## src/verilog/mem_consts.svh

```systemverilog
// memory window constants
`ifndef MEM_CONSTS_SVH
`define MEM_CONSTS_SVH

// total words in the compact store
`define MEM_DEPTH 1024

// processor reset vector, start of the boot code
`define RESET_VECTOR 32'hbfc00000

// reset vector plus largest backward branch
`define BRANCH_BACK_BASE 32'hbfbe0000

// reset vector plus largest forward branch
`define BRANCH_FWD_BASE 32'hbfc1fffc

// highest reachable jump target
`define JUMP_FWD_BASE 32'hb3fffffc

// low window covers bytes 0 to 80
`define LOW_WORDS 21

// each branch or jump window
`define EDGE_WORDS 10

// first store index of every window
`define IDX_BRANCH_BACK 21
`define IDX_BRANCH_FWD 31
`define IDX_JUMP_FWD 41
`define IDX_RESET 60

// reset window runs to the top of the store
`define RESET_WORDS (`MEM_DEPTH - `IDX_RESET)

// bytes per word
`define WORD_BYTES 4

`endif

```

## src/verilog/mem_pkg.sv

```systemverilog
// memory side types
`include "mem_consts.svh"

package mem_pkg;

  // byte address as seen on the bus
  typedef logic [31:0] addr_t;

  // one stored data word
  typedef logic [31:0] word_t;

  // lane enables, bit n covers bits 8n+7 down to 8n
  typedef logic [`WORD_BYTES-1:0] byte_en_t;

  // index into the compact word store
  typedef logic [$clog2(`MEM_DEPTH)-1:0] word_idx_t;

endpackage

```

## src/verilog/window_decoder.sv

```systemverilog
// address window decoder
`include "mem_consts.svh"

module window_decoder
  import mem_pkg::*;
(
  input  addr_t     address,
  output word_idx_t index,
  output logic      addr_ok
);

  // byte offsets from each window base
  // an address below the base wraps to a huge offset and misses
  addr_t off_bb;
  addr_t off_bf;
  addr_t off_jf;
  addr_t off_rst;
  logic  hit;

  // true when the offset lies inside a window of the given size
  function automatic logic in_window(addr_t off, int unsigned words);
    return off < addr_t'(words * `WORD_BYTES);
  endfunction

  // word offset plus first index of the window
  function automatic word_idx_t to_index(addr_t off, int unsigned first);
    return word_idx_t'(off[11:2]) + word_idx_t'(first);
  endfunction

  assign off_bb  = address - `BRANCH_BACK_BASE;
  assign off_bf  = address - `BRANCH_FWD_BASE;
  assign off_jf  = address - `JUMP_FWD_BASE;
  assign off_rst = address - `RESET_VECTOR;

  // windows checked in priority order
  always_comb
  begin
    hit   = 1'b1;
    index = '0;
    if (in_window(address, `LOW_WORDS))
    begin
      // low window starts at zero
      index = to_index(address, 0);
    end
    else if (in_window(off_bb, `EDGE_WORDS))
    begin
      index = to_index(off_bb, `IDX_BRANCH_BACK);
    end
    else if (in_window(off_bf, `EDGE_WORDS))
    begin
      index = to_index(off_bf, `IDX_BRANCH_FWD);
    end
    else if (in_window(off_jf, `EDGE_WORDS))
    begin
      index = to_index(off_jf, `IDX_JUMP_FWD);
    end
    else if (in_window(off_rst, `RESET_WORDS))
    begin
      // boot code fills the rest of the store
      index = to_index(off_rst, `IDX_RESET);
    end
    else
    begin
      // unmapped, index left at zero
      hit = 1'b0;
    end
  end

  // word aligned and inside a window
  assign addr_ok = hit && (address[1:0] == 2'b00);

endmodule

```

## config.mk

```make
export PLATFORM = sky130hd
export DESIGN_NAME = window_decoder
export DESIGN_NICKNAME = d
export VERILOG_FILES = /design/src/verilog/mem_pkg.sv /design/src/verilog/window_decoder.sv
export VERILOG_INCLUDE_DIRS = /design/src /design/src/verilog
export SDC_FILE = /design/constraint.sdc
export NUM_CORES = 1
export LEC_CHECK = 0
export ABC_AREA = 1
export BUFFER_PORTS_ARGS = -buffer_cell sky130_fd_sc_hd__buf_2
export CAP_MARGIN = 20
export CORE_MARGIN = 2
export CORE_UTILIZATION = 44
export DETAILED_ROUTE_END_ITERATION = 7
export SKIP_LAST_GASP = 1
export SYNTH_ARGS = -nofsm -noshare
export SYNTH_HDL_FRONTEND = slang
export SYNTH_SLANG_ARGS = --single-unit
export TNS_END_PERCENT = 30
```

## constraint.sdc

```tcl
create_clock -name vclk -period 3.01
set_input_delay 0.1505 -clock vclk [all_inputs]
set_output_delay 0.1505 -clock vclk [all_outputs]
set_load 0.05 [all_outputs]
```

Word level (Yosys, flattened, before mapping)
Cells that the tools add are included.
W data, S select, Z words.
{"block": "word_totals", "register_bits": 0, "latchBits": 0, "mem_bits_rw": 0, "romBits": 0, "inputBits": 32, "out_inout_bits": 11, "wordCells": 25, "n_memories": 0}
{"block": "classes", "n_addsub": 8, "n_mul": 0, "n_div": 0, "order_cmp": 5, "eq_ne": 0, "shift": 0, "n_mux": 10, "bitwise": 0, "reduce_logical": 2}
{"operator": "$sub A32 B32 Y32 const B", "n": 4}
{"operator": "$lt A32 B6 Y1 const B", "n": 3}
{"operator": "$mux W10", "n": 5}
{"operator": "$lt A32 B12 Y1 const B", "n": 1}
{"operator": "$lt A32 B7 Y1 const B", "n": 1}
{"operator": "$add A10 B5 Y10 const B", "n": 2}
{"operator": "$add A10 B6 Y10 const B", "n": 2}
{"operator": "$mux W1", "n": 5}
{"operator": "$logic_not A2 Y1", "n": 1}
{"operator": "$logic_and A1 B1 Y1", "n": 1}

Longest topological paths before layout
{"block": "depth", "depth_word": 8, "ltp_mapped": 18, "ltp_nobuf": 17}

Worst setup path before layout
OpenSTA, ideal clock, no wires.
{"block": "synth_path", "kind": "in2out", "from": "input port address[2]", "to": "output port addr_ok", "arrival_time_ps": 2258, "required_time_ps": 2859, "slack_ps": 602, "path_stages": 15, "path_buffers": 0, "path_cell_list": "ha_1 > nand2_2 > nor2_8 > nand2_4 > inv_2 > nand3_2 > nand2_2 > nand2_1 > o21ai_1 > nand2_1 > nor3_1 > nand3_1 > nand2_1 > nor2_1 > nor2_1"}
{"block": "synth_via", "elab_chain_cells": 8, "elab_cells_between_ends": 15, "classes_between": "add/sub: 4; order compare: 5; mux: 5; reduce/logical: 1"}
{"element": "start, declared", "line": "window_decoder.sv:7", "source": "input addr_t address,"}
{"element": "$sub A32 B32 Y32 (no line)"}
{"element": "$lt A32 B12 Y1", "line": "window_decoder.sv:22", "source": "return off < addr_t'(words * `WORD_BYTES);"}
{"element": "$mux W1", "line": "window_decoder.sv:57", "source": "else if (in_window(off_rst, `RESET_WORDS))"}
{"element": "$mux W1", "line": "window_decoder.sv:53", "source": "else if (in_window(off_jf, `EDGE_WORDS))"}
{"element": "$mux W1", "line": "window_decoder.sv:49", "source": "else if (in_window(off_bf, `EDGE_WORDS))"}
{"element": "$mux W1", "line": "window_decoder.sv:45", "source": "else if (in_window(off_bb, `EDGE_WORDS))"}
{"element": "$mux W1 *", "line": "window_decoder.sv:40", "source": "if (in_window(address, `LOW_WORDS))"}
{"element": "$logic_and A1 B1 Y1 *", "line": "window_decoder.sv:70", "source": "assign addr_ok = hit && (address[1:0] == 2'b00);"}
{"element": "end, declared", "line": "window_decoder.sv:9", "source": "output logic addr_ok"}
Mark *: on every way between the ends. The rest lies on a longest branch, timed or not.

Worst setup path after layout
{"block": "layout_path", "from": "input port address[4]", "to": "output port index[2]"}
{"block": "layout_via", "elab_chain_cells": 7, "elab_cells_between_ends": 18, "classes_between": "add/sub: 8; order compare: 5; mux: 5"}
{"element": "$sub A32 B32 Y32 (no line)"}
{"element": "$lt A32 B12 Y1 / $add A10 B6 Y10 (equally long branches)", "line": "window_decoder.sv:22, window_decoder.sv:27"}
{"element": "$mux W10", "line": "window_decoder.sv:57"}
{"element": "$mux W10", "line": "window_decoder.sv:53"}
{"element": "$mux W10", "line": "window_decoder.sv:49"}
{"element": "$mux W10", "line": "window_decoder.sv:45"}
{"element": "$mux W10 *", "line": "window_decoder.sv:40"}
{"element": "end, declared", "line": "window_decoder.sv:8", "source": "output word_idx_t index,"}
Marks and branches as above.

==> out/qor.csv <==
metric;value;unit
status;complete, no violations;
largest stage delay on the critical path;0.25;ns
dpl hpwl;10070;µm
M1 GR Usage;47.23;%
most frequent cells in the layout;nand2_1 (208), nor2_1 (85), nand3_1 (74), inv_1 (66), buf_2 (43);
Seq/Total Area, Yosys;0;%
Area contributors post-synth;nand2_1 (25%), nand3_1 (12%), nor2_1 (10%);
CLK BUF;0;
worst-margin pin slew;0.4671;ns
Slew Viols, Final;0;
DP Worst Slack;0.2893;ns
slew margin rel.;68.86;%
vias in the first global route;3626;
critical path depth in cells;19;
syn_nets;672;
RSZ-0062 raised after global routing;no;
fin crit period;2.763;ns
Synth cell types;38;
area of the mapped netlist;3141;µm²
top-area cell type share of the netlist area;24.86;%
cell count after placement;760;
Critical Path, Cell by Cell;buf_2 -> ha_1 -> nand2_2 -> nor2_8 -> nand2_4 -> nor2_4 -> nand2_2 -> nand2_2 -> nand2_1 -> nor2_1 -> nand3_1 -> nor2_4 -> nand3_2 -> nand2_1 -> nand2_1 -> nand3_1 -> nand2_1 -> nand2_1 -> buf_2;
RePlAce Congestion;1.010;
Seq cells;0;
CTS resizes;0;
fin cells;760;
Core Footprint;6869;µm²
most common cell after layout, fill and taps aside;nand2_1;
Vert. Die Dim;88.49;µm
LEAKAGE;1.823;nW
Via density;5.547;
Max FO, Critical Path;9;
Top Usage Layer GRT;met2;
GRT Total Usage;31.12;%
Layout area overhead;9.163;%
Most common cell on crit path;nand2_1;
Startpoint Class;input pin;
postcts setup bufs;0;
CP required;2.86;ns
fmax;362.0;MHz
hold path depth;4;
CP Capture Type;output pin;
DRC;0;
Reg area;0;µm²
Die ar.;7830;µm²
final WL;11920;µm
Syn Inst Count;631;
Worst Setup Path Type;in -> out;
buffers added on ports;43;
IO Pins;43;
Iter 0 DRT Violations;493;
pwr dens;96.63;nW/µm²
Hold Path Origin;address[0];
first-pass detailed-route iteration total;6;
Overflow after GRT;0;
layout cells sized above 1;16.57;%
Worst Hold Class;in -> out;
antenna cells;0;
setup tns final;0;ns
slowest CP cell;buf_2;
Layout Utilization;49.91;%
post-route ant nets;0;
# rows;30;
die width;88.49;µm
via count;4216;
maximum number of pins on one net before global-route repair;11;
Final Setup Violations;0;
first-pass GRT wire length;19110;µm
met3 track demand over resource;2.705;%
GRT met2 Usage;49.35;%
Initial Util;45.72;%
hold-fix buffers at CTS;0;
antenna violations before repair;0;
final hold vios;0;
Max Cap Violations;0;
syn_area_per_cell;4.977;µm²
Hold EP;addr_ok;
# nets final;707;
Top delay family on crit path;simple AND/OR/NAND/NOR gates;
number of synthesis warnings;0;
largest area contributor in the netlist;nand2_1;
Max IR drop VDD;0.00005168;V
WL/cell;15.68;µm
Worst Path Arrival;2.61;ns
Tcrit/Tclk final;91.78;%
setup ws final;0.2474;ns
Buf+Inv Stages, Crit Path;2;
[metal layers]
| metal | vias to the layer above | share of wire (%) |
|---|---|---|
| li1 | 2094 | - |
| met1 | 1903 | 45 |
| met2 | 203 | 45 |
| met3 | 16 | 8.6 |
| met4 | 0 | 1.3 |
| met5 | - | 0 |
[kinds of logic after synthesis]
logic type / synth area share, %
xor+xnor: 5.857
compound gates: 7.012
buf+inv: 11.35
simple gates: 72.19
fa+ha+maj: 3.586
[cells in the mapped netlist (2+ instances only)]
master / n
nor2_8: 3
o21ai_0: 14
clkinv_1: 2
nand3_1: 74
nor2_4: 10
inv_1: 66
nand3b_1: 3
xor2_1: 19
and2_1: 2
o21ai_1: 3
inv_2: 9
nand2_1: 208
nand3_2: 3
nor2_1: 85
buf_4: 4
or2_2: 3
a21oi_1: 17
clkbuf_1: 2
ha_1: 9
nand4_1: 27
nor2_2: 15
nand2_4: 4
nor3_1: 10
xnor2_1: 2
nor3_2: 3
nor4_1: 3
nand2_2: 13
and3_1: 3
buf_2: 6
[report_power, final]
| group | internal [W] | switching [W] | total (W) |
|---|---|---|---|
| clock | 0 | 0 | 0 |
| sequential | 0 | 0 | 0 |
| combinational | 0.0000956 | 0.000236 | 0.000331 |
| total | 0.0000956 | 0.000236 | 0.000331 |
[stage by stage]
stage	total power, W	area (µm²)	hold WS [ns]
2_1_floorplan	0.0002232	3141	0.5614
3_3_place_gp	0.0003221	3423	0.6825
3_5_place_dp	0.0003210	3423	0.6934
4_1_cts	0.0003230	3423	0.6939
5_1_grt	0.0003674	3428	0.7173
6_report	0.0003313	3428	0.6889
[final cells by class]
type,instances,area [µm²]
fill,799,3441
multi-input combinational,542,2789
timing repair buffer,45,230.2
tap,96,120.1
inverter,77,289.0
[worst max path at each step]
stage                          start        to
final                     address[4]  index[2]
after detailed placement  address[6]  index[4]
after floorplan           address[2]   addr_ok
after global routing      address[4]  index[1]
after global placement    address[3]  index[4]
after CTS                 address[6]  index[2]
[worst min-delay path: stages]
cell	delay [ns]
buf_2	0.07
or2_2	0.09
nor2_1	0.03
buf_2	0.20
Note: power is estimated with default switching activity, not from simulation.
