<file path="src/verilog/mem_consts.svh">
// memory window constants
`ifndef MEM_CONSTS_SVH
`define MEM_CONSTS_SVH

// total words in the compact store
`define MEM_DEPTH 1024

// processor reset vector, start of the boot code
`define RESET_VECTOR 32'hbfc00000

// reset vector plus largest backward branch
`define BRANCH_BACK_BASE 32'hbfbe0000

// reset vector plus largest forward branch
`define BRANCH_FWD_BASE 32'hbfc1fffc

// highest reachable jump target
`define JUMP_FWD_BASE 32'hb3fffffc

// low window covers bytes 0 to 80
`define LOW_WORDS 21

// each branch or jump window
`define EDGE_WORDS 10

// first store index of every window
`define IDX_BRANCH_BACK 21
`define IDX_BRANCH_FWD 31
`define IDX_JUMP_FWD 41
`define IDX_RESET 60

// reset window runs to the top of the store
`define RESET_WORDS (`MEM_DEPTH - `IDX_RESET)

// bytes per word
`define WORD_BYTES 4

`endif

</file>
<file path="src/verilog/bus_pkg.sv">
// avalon bus side types
package bus_pkg;

  // slave handshake states
  typedef enum logic [1:0]
  {
    // waiting for read or write
    IDLE,
    // store access in flight
    ACCESS,
    // waitrequest low, result valid
    DONE
  } avmm_state_t;

  // avalon response code
  typedef logic [1:0] resp_t;

  // normal completion
  localparam resp_t OKAY = 2'b00;

  // bad address or conflicting strobes
  localparam resp_t SLAVEERROR = 2'b10;

endpackage

</file>
<file path="src/verilog/mem_pkg.sv">
// memory side types
`include "mem_consts.svh"

package mem_pkg;

  // byte address as seen on the bus
  typedef logic [31:0] addr_t;

  // one stored data word
  typedef logic [31:0] word_t;

  // lane enables, bit n covers bits 8n+7 down to 8n
  typedef logic [`WORD_BYTES-1:0] byte_en_t;

  // index into the compact word store
  typedef logic [$clog2(`MEM_DEPTH)-1:0] word_idx_t;

endpackage

</file>
<file path="src/verilog/mem_access_if.sv">
// word store access interface
interface mem_access_if
  import mem_pkg::*;
();

  // one access per transaction
  logic      en;
  // high for write, low for read
  logic      we;
  word_idx_t index;
  byte_en_t  byteenable;
  word_t     wdata;
  // lane-masked read result, registered
  word_t     rdata;

  // controller side
  modport ctrl (
    output en,
    output we,
    output index,
    output byteenable,
    output wdata,
    input  rdata
  );

  // store side
  modport store (
    input  en,
    input  we,
    input  index,
    input  byteenable,
    input  wdata,
    output rdata
  );

endinterface

</file>
<file path="src/verilog/avmm_slave_ctrl.sv">
// avalon slave controller
module avmm_slave_ctrl
  import mem_pkg::*;
  import bus_pkg::*;
(
  input  logic       clk,
  input  logic       rst_n,
  input  logic       read,
  input  logic       write,
  input  logic       address_ok,
  input  word_idx_t  index,
  input  byte_en_t   byteenable,
  input  word_t      writedata,
  output word_t      readdata,
  output logic       waitrequest,
  output resp_t      response,
  mem_access_if.ctrl acc
);

  avmm_state_t state;

  // latched at accept
  logic  err_q;
  logic  rd_q;

  logic  req;
  logic  req_err;

  // result of the last completed transaction
  word_t data_q;
  resp_t resp_q;

  // result formed during DONE
  word_t done_data;
  resp_t done_resp;

  assign req = read | write;

  // both strobes or a bad address
  assign req_err = (read & write) | ~address_ok;

  // IDLE -> ACCESS -> DONE -> IDLE
  always_ff @(posedge clk or negedge rst_n)
  begin
    if (!rst_n)
    begin
      state <= IDLE;
      err_q <= 1'b0;
      rd_q  <= 1'b0;
    end
    else
    begin
      case (state)
        IDLE:
        begin
          if (req)
          begin
            state <= ACCESS;
            err_q <= req_err;
            rd_q  <= read & ~write;
          end
        end
        ACCESS:  state <= DONE;
        default: state <= IDLE;
      endcase
    end
  end

  // master holds address and data steady, so drive the store from them
  // at most one store access, and none on error
  assign acc.en         = (state == ACCESS) & ~err_q;
  assign acc.we         = ~rd_q;
  assign acc.index      = index;
  assign acc.byteenable = byteenable;
  assign acc.wdata      = writedata;

  // store rdata is valid in DONE
  assign done_data = (rd_q & ~err_q) ? acc.rdata : '0;
  assign done_resp = err_q ? SLAVEERROR : OKAY;

  // hold the result until the next DONE
  always_ff @(posedge clk or negedge rst_n)
  begin
    if (!rst_n)
    begin
      data_q <= '0;
      resp_q <= OKAY;
    end
    else if (state == DONE)
    begin
      data_q <= done_data;
      resp_q <= done_resp;
    end
  end

  // stall from the first request cycle until DONE
  always_comb
  begin
    case (state)
      IDLE:    waitrequest = req;
      ACCESS:  waitrequest = 1'b1;
      default: waitrequest = 1'b0;
    endcase
  end

  assign readdata = (state == DONE) ? done_data : data_q;
  assign response = (state == DONE) ? done_resp : resp_q;

endmodule

</file>
<file path="src/flat_wrapper.sv">
// flat-port wrapper written by rule: the top's interface ports become plain ports
module avmm_slave_ctrl_flat import mem_pkg::*; import bus_pkg::*;
  (clk, rst_n, read, write, address_ok, index, byteenable, writedata, readdata, waitrequest, response, acc_en, acc_we, acc_index, acc_byteenable, acc_wdata, acc_rdata);
  mem_access_if acc_i ();
  input  logic clk;
  input  logic rst_n;
  input  logic read;
  input  logic write;
  input  logic address_ok;
  input  word_idx_t index;
  input  byte_en_t byteenable;
  input  word_t writedata;
  output word_t readdata;
  output logic waitrequest;
  output resp_t response;
  output wire logic [$bits(acc_i.en)-1:0] acc_en;
  output wire logic [$bits(acc_i.we)-1:0] acc_we;
  output wire logic [$bits(acc_i.index)-1:0] acc_index;
  output wire logic [$bits(acc_i.byteenable)-1:0] acc_byteenable;
  output wire logic [$bits(acc_i.wdata)-1:0] acc_wdata;
  input wire logic [$bits(acc_i.rdata)-1:0] acc_rdata;
  assign acc_en = acc_i.en;
  assign acc_we = acc_i.we;
  assign acc_index = acc_i.index;
  assign acc_byteenable = acc_i.byteenable;
  assign acc_wdata = acc_i.wdata;
  assign acc_i.rdata = acc_rdata;
  avmm_slave_ctrl u_core (.clk(clk), .rst_n(rst_n), .read(read), .write(write), .address_ok(address_ok), .index(index), .byteenable(byteenable), .writedata(writedata), .readdata(readdata), .waitrequest(waitrequest), .response(response), .acc(acc_i));
endmodule
</file>
<file path="config.mk">
export PLATFORM = sky130hd
export DESIGN_NAME = avmm_slave_ctrl_flat
export DESIGN_NICKNAME = d
export VERILOG_FILES = /design/src/verilog/bus_pkg.sv /design/src/verilog/mem_pkg.sv /design/src/verilog/mem_access_if.sv /design/src/verilog/avmm_slave_ctrl.sv /design/src/flat_wrapper.sv
export VERILOG_INCLUDE_DIRS = /design/src /design/src/verilog
export SDC_FILE = /design/constraint.sdc
export NUM_CORES = 1
export LEC_CHECK = 0
export BUFFER_PORTS_ARGS = -buffer_cell sky130_fd_sc_hd__buf_4
export CAP_MARGIN = 15
export CELL_PAD_IN_SITES_DETAIL_PLACEMENT = 0
export CELL_PAD_IN_SITES_GLOBAL_PLACEMENT = 1
export CORE_MARGIN = 8
export CORE_UTILIZATION = 27
export DETAILED_ROUTE_END_ITERATION = 10
export PLACE_DENSITY = 0.82
export SYNTH_ARGS = -nofsm -noshare
export SYNTH_HDL_FRONTEND = slang
export SYNTH_SLANG_ARGS = --single-unit
</file>
<file path="constraint.sdc">
create_clock -name clk -period 3.6 [get_ports clk]
set_input_delay 0.54 -clock clk [delete_from_list [all_inputs] [get_ports clk]]
set_output_delay 0.54 -clock clk [all_outputs]
set_load 0.05 [all_outputs]
</file>
# Yosys cells after proc, flatten, opt, wreduce, memory -nomap -nowiden
# Index checks and enable logic that the tools add are counted.
dict set report word_totals {
  register_bits 38
  inputBits 83
  out_inout_bits 83
  word_cells 27
}
dict set report op_classes {
  eq_ne 3
  muxes 7
  bitwise_logic 10
  reduce_logical 2
}
# op n
set ops {}
lappend ops {{$mux W32} 2}
lappend ops {{$mux W2} 3}
lappend ops {{$and A1 B1 Y1} 4}
lappend ops {{$not A1 Y1} 4}
lappend ops {{$pmux W2 S2} 1}
lappend ops {{$eq A2 B1 Y1 const B} 1}
lappend ops {{$eq A2 B2 Y1 const B} 1}
lappend ops {{$logic_not A2 Y1} 1}
lappend ops {{$ne A2 B1 Y1 const B} 1}
lappend ops {{$or A1 B1 Y1} 2}
lappend ops {{$pmux W1 S2} 1}
lappend ops {{$reduce_and A2 Y1} 1}

# Longest topological paths before layout
# Gate-level depths: netlist of run 1.
dict set report depth {
  ltp_word 4
  mapped_depth 5
  ltp_nobuf 3
}

# Worst setup path before layout of run 1
# OpenSTA, ideal clock, no wires.
dict set report synth_path {
  path_kind {register to output}
  startpoint {register u_core.rd_q}
  endpoint {output readdata[10]}
  arrival_time_ps 1489
  required_ps 3060
  slack_ps 1571
  stages_incl_launch_ff 5
  path_buffers 1
  path_cell_list {dfrtp_1 inv_1 nor3_4 buf_6 a22o_1}
}
dict set report synth_between {
  elab_chain_cells 3
}
# element line_no
set synth_rtl {}
lappend synth_rtl {{from (decl)} avmm_slave_ctrl.sv:24} ;# logic rd_q;
lappend synth_rtl {{from (signal assigned)} avmm_slave_ctrl.sv:60} ;# rd_q <= read & ~write;
lappend synth_rtl {{$and A1 B1 Y1} avmm_slave_ctrl.sv:78} ;# assign done_data = (rd_q & ~err_q) ? acc.rdata : '0;
lappend synth_rtl {{$mux W32} avmm_slave_ctrl.sv:78}
lappend synth_rtl {{$mux W32} avmm_slave_ctrl.sv:106} ;# assign readdata = (state == DONE) ? done_data : data_q;
lappend synth_rtl {{to (decl)} flat_wrapper.sv:13} ;# output word_t readdata;
# No other way between the ends.

# Final worst setup path of run 1
dict set report layout_path {
  startpoint {register u_core.state[0]}
  endpoint {output readdata[15]}
}
dict set report layout_between {
  elab_chain_cells 2
}
# element line_no
set layout_rtl {}
lappend layout_rtl {{from (decl)} avmm_slave_ctrl.sv:20} ;# avmm_state_t state;
lappend layout_rtl {{from (signal assigned)} avmm_slave_ctrl.sv:47} ;# state <= IDLE;
lappend layout_rtl {{from (signal assigned)} avmm_slave_ctrl.sv:58} ;# state <= ACCESS;
lappend layout_rtl {{from (signal assigned)} avmm_slave_ctrl.sv:63} ;# ACCESS: state <= DONE;
lappend layout_rtl {{$eq A2 B2 Y1} avmm_slave_ctrl.sv:106}
lappend layout_rtl {{$mux W32} avmm_slave_ctrl.sv:106}
# No other way between the ends.

==> metrics.yaml, run 1 <==
global_route:
  grt_overflow_total: 0
  gr-usage-all-layers_pct: 8.76
  first_global_vias: 1211
  grt_antenna_before_repair: 0
  grt_pass1_wl_um: 6310
  grt_max_degree: 39
sta:
  worst_pin_slew_ns: 0.485
  layout_min_cycle_time_ns: 2.48
  fmax_mhz: 404
  setup_viol: 0
  setup_slack_ns: 1.12
  setup-tns-final_ns: 0
  timing.final.hold_violations: 0
  slew_headroom_pct: 67.7
  clock_skew_ns: 0.00353
  finalCritPeriodShare_pct: 68.8
  hold_slack_ns: 0.214
  grt_setup_unrepaired: "false"
  slew_violations: 0
clock_tree:
  cts-buffers-inserted: 5
  h-tree-depth: 2
  cts_tree: "done"
  cts_resized: 0
  worstSkewPairLatency_ns: 0.28
  root_buffer: "clkbuf_8"
  cts_num_sinks: 38
  cts_setup_buffers: 0
  clk_pin_slew_ns: 0.08
  cts_hold_buf: 0
  clock_path_buffers: 2
synthesis:
  synth_area_leaders: "dfrtp_1, buf_4, a22o_1, buf_6, nor3_4"
  ys_warn_count: 0
  synthArstFlopShare_pct: 100
  syn_area_mm2: 0.00174
  synth_top_cell_area_share_pct: 54.6
  ys_ff_latch: 38
  postSynthCellCount: 139
  ys_seq_area_share_pct: 54.6
  synth_flop_cell: "dfrtp_1"
  synthMostInstantiatedCell: "buf_4"
  yosys.cell_types.count: 18
  netlist_top_cells_count: "buf_4, dfrtp_1, a22o_1"
  syn-num-nets: 222
  synth_enable_flop_cells: 0
  avgSynthCellArea_um2: 12.5
  yosysTopAreaCell: "dfrtp_1"
placed_design:
  hpwl_um: 2980
  port_buffers: 73
  dp_slack_ns: 1.41
  gp_congestion: 0.641
drt:
  dr_wl_met3_um: 654
  finalWirelength_um: 4130
  drc: 0
  drtIter0Drc: 20
  routedWlPerCell_um: 16.8
  m1WireLength_um: 1660
  wl_met2_um: 1750
  drt-vias-per-instance: 4.46
  vias: 1096
  drtAntennaViolNets: 0
  top_layer_used: "met4"
  firstDrtPassIters: 4
floorplanning:
  dieHeight_um: 96.3
  die_area_mm2: 0.00928
  die_x_um: 96.3
  coreArea_mm2: 0.00628
  rows: 29
  num_io_pins: 166
  start_util_pct: 27.7
critical_path:
  criticalPathCategory: "reg2out"
  r2r_slack_ns: 2.09
  worst-path-max-fanout: 25
  crit_arrival_ns: 1.94
  critPathCaptureType: "output port"
  r2r_end: "u_core.data_q[15]$_DFF_PN0_"
  crit_required_ns: 3.06
  r2r_cells: 4
  rr_startpoint: "u_core.state[0]$_DFFE_PN0P_"
  worstSetupStartpointType: "flop"
hold_path:
  hold_path_class: "in2async"
cells_and_area:
  post-route-util_pct: 33.3
  syn_to_final_growth_pct: 20.2
  drive_above_1_share_pct: 49.7
  nets: 251
  antennaDiodeCount: 0
run:
  maxCapViolCount: 0
power:
  ir_drop_mv: 0.468
  p_per_area_mw_per_mm2: 1080
  leakage_nw: 1.09
run_status:
  status: "finished clean"
-- routing by layer --
| layer | GRT usage (%) | vias up |
|---|---|---|
| met5 | 0 | - |
| met4 | 4.16 | 0 |
| met3 | 4.91 | 11 |
| met2 | 12.3 | 68 |
| met1 | 10.6 | 518 |
| li1 | - | 499 |
-- registers in the layout, summed over array words and instances, names as in the netlist --
name,count
u_core.data_q,32
u_core.err_q,1
u_core.rd_q,1
u_core.resp_q,2
u_core.state,2
-- worst max-delay path, cell delays in order (launching register included) --
cell and delay, ns:
dfrtp_1 0.40, nand2b_1 0.19, nor3_4 0.28, buf_4 0.35, a22o_1 0.21, buf_4 0.21
-- where the power goes --
part	internal, mW	leakage, nW	switching (mW)	total (mW)
clock	0.154	0.0472	0.152	0.306
combinational	0.396	0.528	0.892	1.29
sequential	0.600	0.512	0.0641	0.664
-- through the flow --
| stage | total power [mW] | std cells | cell area, µm² |
|---|---|---|---|
| 2_1_floorplan | 1.73 | 139 | 1740 |
| 3_3_place_gp | 1.96 | 238 | 2000 |
| 3_5_place_dp | 1.98 | 238 | 2000 |
| 4_1_cts | 2.30 | 246 | 2090 |
| 5_1_grt | 2.38 | 246 | 2090 |
| 6_report | 2.26 | 246 | 2090 |
-- cell usage in the layout, fill, tap and decap left out, drive strengths merged --
cell type,Yosys,final
nor2b,2,2
xor2,1,1
mux2,1,1
nor2,2,2
nand3,1,1
nand2b,1,1
o21a,2,2
nor3,2,2
buf,51,75
and2,1,1
inv,1,1
clkinvlp,0,1
dfrtp,38,38
a21oi,2,2
clkinv,0,1
clkbuf,2,6
a22o,32,32
-- cell type report --
cell class	count	area, µm²
clock buffers	6	82.6
multi-input cells	47	384
flip-flops and latches	38	951
clock inverters	2	12.5
inverters	1	3.75
fillers	649	4180
repair buffers	75	563
well taps	77	96.3
-- logic make-up (layout without fill, tap and decap cells) --
| kind of cell | count (synthesis) | after routing | synth area share (%) |
|---|---|---|---|
| multiplexers | 1 | 1 | 0.647 |
| AND/OR/NAND/NOR | 9 | 9 | 3.38 |
| XOR/XNOR | 1 | 1 | 0.503 |
| buffers and inverters | 54 | 84 | 23.3 |
| flip-flops | 38 | 38 | 54.6 |
| AO/OA/AOI/OAI | 36 | 36 | 17.5 |
-- worst max-delay path by stage --
| stage | start | endpoint | slack, ns | cells past startpoint |
|---|---|---|---|---|
| floorplan | u_core.rd_q$_DFFE_PN0P_ | readdata[10] | 1.57 | 4 |
| global route | u_core.state[0]$_DFFE_PN0P_ | readdata[15] | 0.97 | 5 |
| finish | u_core.state[0]$_DFFE_PN0P_ | readdata[15] | 1.12 | 5 |
| global placement | u_core.state[0]$_DFFE_PN0P_ | readdata[19] | 1.44 | 5 |
| CTS | u_core.state[0]$_DFFE_PN0P_ | readdata[15] | 1.07 | 5 |
| detailed placement | u_core.state[0]$_DFFE_PN0P_ | readdata[15] | 1.41 | 5 |
(Power assumes the default switching activity.)
==> run 2, diff against run 1 <==
CORE_UTILIZATION = 25   (was 27)
PLACE_DENSITY = 0.76   (was 0.82)
clock period = 2.6 ns   (was 3.6 ns; I/O delays follow)
==> metrics.yaml, run 2 (same netlist as run 1, synthesis figures left out) <==
clock_tree:
  cts_resized: 0
  clock_path_buffers: 2
  cts_tree: "done"
  cts_num_sinks: 38
  cts-buffers-inserted: 5
  cts_hold_buf: 0
  clk_pin_slew_ns: 0.07
  worstSkewPairLatency_ns: 0.27
  root_buffer: "clkbuf_8"
  h-tree-depth: 2
  cts_setup_buffers: 0
cells_and_area:
  antennaDiodeCount: 0
  ff_latch_area_um2: 951
  reg_top3: "u_core.data_q: 32 flops, u_core.resp_q: 2 flops, u_core.state: 2 flops"
  final_common_cell: "buf_4"
  syn_to_final_growth_pct: 20.2
  multi_input_area_um2: 384
  max_flop_register: "u_core.data_q"
  nets: 253
  post-route-util_pct: 31.0
  drive_above_1_share_pct: 48.8
  final_cell_mix: "buf_4, dfrtp_1, a22o_1"
  stdcell_count: 250
  largest_reg_flops: 32
  fillers: 711
critical_path:
  r2r_cells: 3
  worst-path-max-fanout: 15
  crit_arrival_ns: 1.67
  criticalPathCategory: "reg2out"
  critPathCaptureType: "output port"
  worstSetupStartpointType: "flop"
  crit_required_ns: 2.21
run:
  maxCapViolCount: 0
global_route:
  grt_overflow_total: 0
  first_global_vias: 1258
  gr-usage-all-layers_pct: 8.22
  grt_antenna_before_repair: 0
  grt_max_degree: 39
  grt_pass1_wl_um: 6450
run_status:
  status: "finished clean"
placed_design:
  dp_slack_ns: 0.825
  gp_congestion: 0.739
  dp.cells: 243
  hpwl_um: 3000
  port_buffers: 73
sta:
  timing.final.hold_violations: 0
  slew_headroom_pct: 68.1
  setup_slack_ns: 0.539
  layout_min_cycle_time_ns: 2.06
  hold_slack_ns: 0.0764
  slew_violations: 0
  worst_pin_slew_ns: 0.478
  setup_viol: 0
  setup-tns-final_ns: 0
  clock_skew_ns: 0.00290
  finalCritPeriodShare_pct: 79.3
  grt_setup_unrepaired: "false"
  fmax_mhz: 485
drt:
  drtIter0Drc: 36
  drc: 0
  m1WireLength_um: 1640
  dr_wl_met3_um: 448
  wl_met2_um: 1890
  firstDrtPassIters: 4
  vias: 1109
  top_layer_used: "met4"
  drtAntennaViolNets: 0
  drt-vias-per-instance: 4.44
  finalWirelength_um: 4040
  routedWlPerCell_um: 16.2
power:
  leakage_nw: 1.09
  ir_drop_mv: 0.414
  p_per_area_mw_per_mm2: 1480
floorplanning:
  die_area_mm2: 0.00989
  die_x_um: 99.5
  num_io_pins: 166
  coreArea_mm2: 0.00676
  start_util_pct: 25.8
  rows: 30
  dieHeight_um: 99.5
hold_path:
  hold_path_class: "in2async"
## run 2: routing by layer
| metal | global-route usage, % | vias up |
|---|---|---|
| met1 | 9.53 | 530 |
| li1 | - | 500 |
| met2 | 12.2 | 63 |
| met5 | 0 | - |
| met4 | 4.19 | 0 |
| met3 | 4.12 | 16 |
## run 2: path summary, 6_finish.rpt
kind / to / from / slack, ns
max in group asynchronous: u_core.data_q[11]$_DFF_PN0_ / rst_n / 2.20
min in group clk: u_core.rd_q$_DFFE_PN0P_ / write / 0.31
max: response[1] / u_core.state[1]$_DFFE_PN0P_ / 0.54
max reg2reg: u_core.resp_q[1]$_DFF_PN0_ / u_core.state[1]$_DFFE_PN0P_ / 1.28
min: u_core.data_q[29]$_DFF_PN0_ / rst_n / 0.08
min reg2reg: u_core.resp_q[0]$_DFF_PN0_ / u_core.resp_q[0]$_DFF_PN0_ / 0.49
## run 2: through the flow
step	total power, mW	area, µm²
2_1_floorplan	2.40	1740
3_3_place_gp	2.74	2020
3_5_place_dp	2.75	2020
4_1_cts	3.14	2090
5_1_grt	3.26	2090
6_report	3.09	2090
## run 2: layout make-up
class | instances | share of cell area [%]
Sequential cell | 38 | 45.4
Timing Repair Buffer | 77 | 27.6
Multi-Input combinational cell | 47 | 18.4
Tap cell | 80 | 4.78
Clock buffer | 7 | 3.65
Inverter | 1 | 0.179
## run 2: critical path, cell delays in order (launching register included)
cell,delay [ns]
dfrtp_1,0.41
nand2b_1,0.16
buf_4,0.25
mux2_1,0.36
buf_4,0.20
## run 2: power by group
group          switching (mW)  total, mW  internal (mW)
combinational            1.24       1.80          0.559
sequential             0.0886      0.920          0.832
clock                   0.185      0.370          0.185
==> run 3, diff against run 2 <==
CORE_UTILIZATION = 23   (was 25)
PLACE_DENSITY = 0.74   (was 0.76)
clock period = 1.8 ns   (was 2.6 ns; I/O delays follow)
==> metrics.yaml, run 3 (same netlist as run 1, synthesis figures left out) <==
clock_tree:
  clock_path_buffers: 2
  root_buffer: "clkbuf_8"
  h-tree-depth: 2
  cts-buffers-inserted: 5
  worstSkewPairLatency_ns: 0.28
  cts_num_sinks: 38
  clk_pin_slew_ns: 0.07
  cts_tree: "done"
sta:
  slew_headroom_pct: 67.6
  clock_skew_ns: 0.00511
  setup_slack_ns: -0.0549
  layout_min_cycle_time_ns: 1.85
  worst_pin_slew_ns: 0.487
  finalCritPeriodShare_pct: 103
  slew_violations: 0
  setup-tns-final_ns: -1.04
  setup_viol: 29
  grt_setup_unrepaired: "true"
  timing.final.hold_violations: 0
  fmax_mhz: 539
drt:
  finalWirelength_um: 4540
  firstDrtPassIters: 4
  vias: 1208
  drt-vias-per-instance: 4.09
  routedWlPerCell_um: 15.4
  drtAntennaViolNets: 0
  drc: 0
  drtIter0Drc: 21
floorplanning:
  die_x_um: 103
  start_util_pct: 23.9
  die_area_mm2: 0.0106
  coreArea_mm2: 0.00729
  dieHeight_um: 103
  num_io_pins: 166
  rows: 31
hold_path:
  hold_path_class: "in2reg"
placed_design:
  gp_congestion: 0.671
  dp.cells: 262
  placed_cell_area_mm2: 0.00204
  port_buffers: 73
  hpwl_um: 3090
  dp_slack_ns: 0.139
cells_and_area:
  largest_reg_flops: 32
  final_common_cell: "buf_4"
  drive_above_1_share_pct: 59.2
  syn_to_final_growth_pct: 45.5
  reg_top3: "u_core.data_q: 32 flops, u_core.resp_q: 2 flops, u_core.state: 2 flops"
  nets: 278
  max_flop_register: "u_core.data_q"
  stdcell_area_mm2: 0.00253
  antennaDiodeCount: 0
  final_cell_mix: "buf_4, dfrtp_1, buf_6"
  fillers: 733
  stdcell_count: 295
power:
  power.total_mw: 5.21
  leakage_nw: 1.29
  ir_drop_mv: 0.998
  p_per_area_mw_per_mm2: 2060
global_route:
  grt_max_degree: 39
  gr-usage-all-layers_pct: 8.55
  first_global_vias: 1377
  grt_antenna_before_repair: 0
  grt_pass1_wl_um: 6960
  grt_overflow_total: 0
run:
  maxCapViolCount: 0
critical_path:
  crit_arrival_ns: 1.58
  criticalPathCategory: "reg2out"
  crit_required_ns: 1.53
  critPathCaptureType: "output port"
  worst-path-max-fanout: 8
  worstSetupStartpointType: "flop"
run_status:
  status: "complete, but fails checks"
  violations: "negative setup slack"
## run 3: cell types whose count changed in the layout (fill, tap and decap cells not counted), sizes merged
cell,change
clkinv,+1
buf,+24
dlygate4sd3,+1
## run 3: per-stage QoR
step | utilization [%] | hold WS (ns)
after floorplan | - | -0.0256
after global placement | 28.0 | 0.269
after detailed placement | 28.0 | 0.273
after CTS | 33.2 | 0.170
after global routing | 34.8 | 0.176
final | 34.8 | 0.184
## run 3: cell type report
cell class	count	area (µm²)	area share, %
Sequential cell	38	952	37.6
Timing Repair Buffer	102	937	37.0
Multi-Input combinational cell	47	427	16.8
Tap cell	99	124	4.89
Clock buffer	7	86.3	3.41
Clock inverter	1	5.00	0.197
Inverter	1	3.75	0.148
## run 3: metal layers
metal,share of wire [%],GRT usage (%),routed length [µm],vias up
met3,12,4.46,554,11
met5,0,0,0,-
li1,-,-,-,548
met4,0.79,3.34,36,0
met1,40,9.30,1810,596
met2,47,13.8,2140,53
## run 3: timing repair
item,in CTS,in global routing
hold endpoints to repair,38,0
endpoints found under the setup margin,33,34
hold buffers,1,0
setup buffers,15,8
pin swaps,16,21
gates cloned,2,0
gates resized for setup,43,13
## run 3: path summary, 6_finish.rpt
path	startpoint	to	slack, ns	depth (start not counted)
min in group asynchronous	rst_n	u_core.data_q[27]$_DFF_PN0_	0.50	2
max in group asynchronous	rst_n	u_core.state[1]$_DFFE_PN0P_	0.94	2
hold / removal	write	u_core.rd_q$_DFFE_PN0P_	0.18	2
setup reg to reg	u_core.state[1]$_DFFE_PN0P_	u_core.data_q[18]$_DFF_PN0_	0.40	7
setup / recovery	u_core.state[0]$_DFFE_PN0P_	readdata[23]	-0.05	6
hold reg to reg	u_core.resp_q[0]$_DFF_PN0_	u_core.resp_q[0]$_DFF_PN0_	0.50	1
## run 3: report_power, final
part           total, mW  internal (mW)  switching (mW)
logic               3.27           1.34            1.94
registers           1.35           1.20           0.142
clock network      0.598          0.309           0.289
total               5.21           2.85            2.37
## run 3: critical path: stages (launching register included)
cell      delay (ns)
dfrtp_1         0.38
nand2b_4        0.16
nor3_4          0.14
buf_6           0.15
buf_8           0.13
a22o_1          0.17
buf_6           0.17
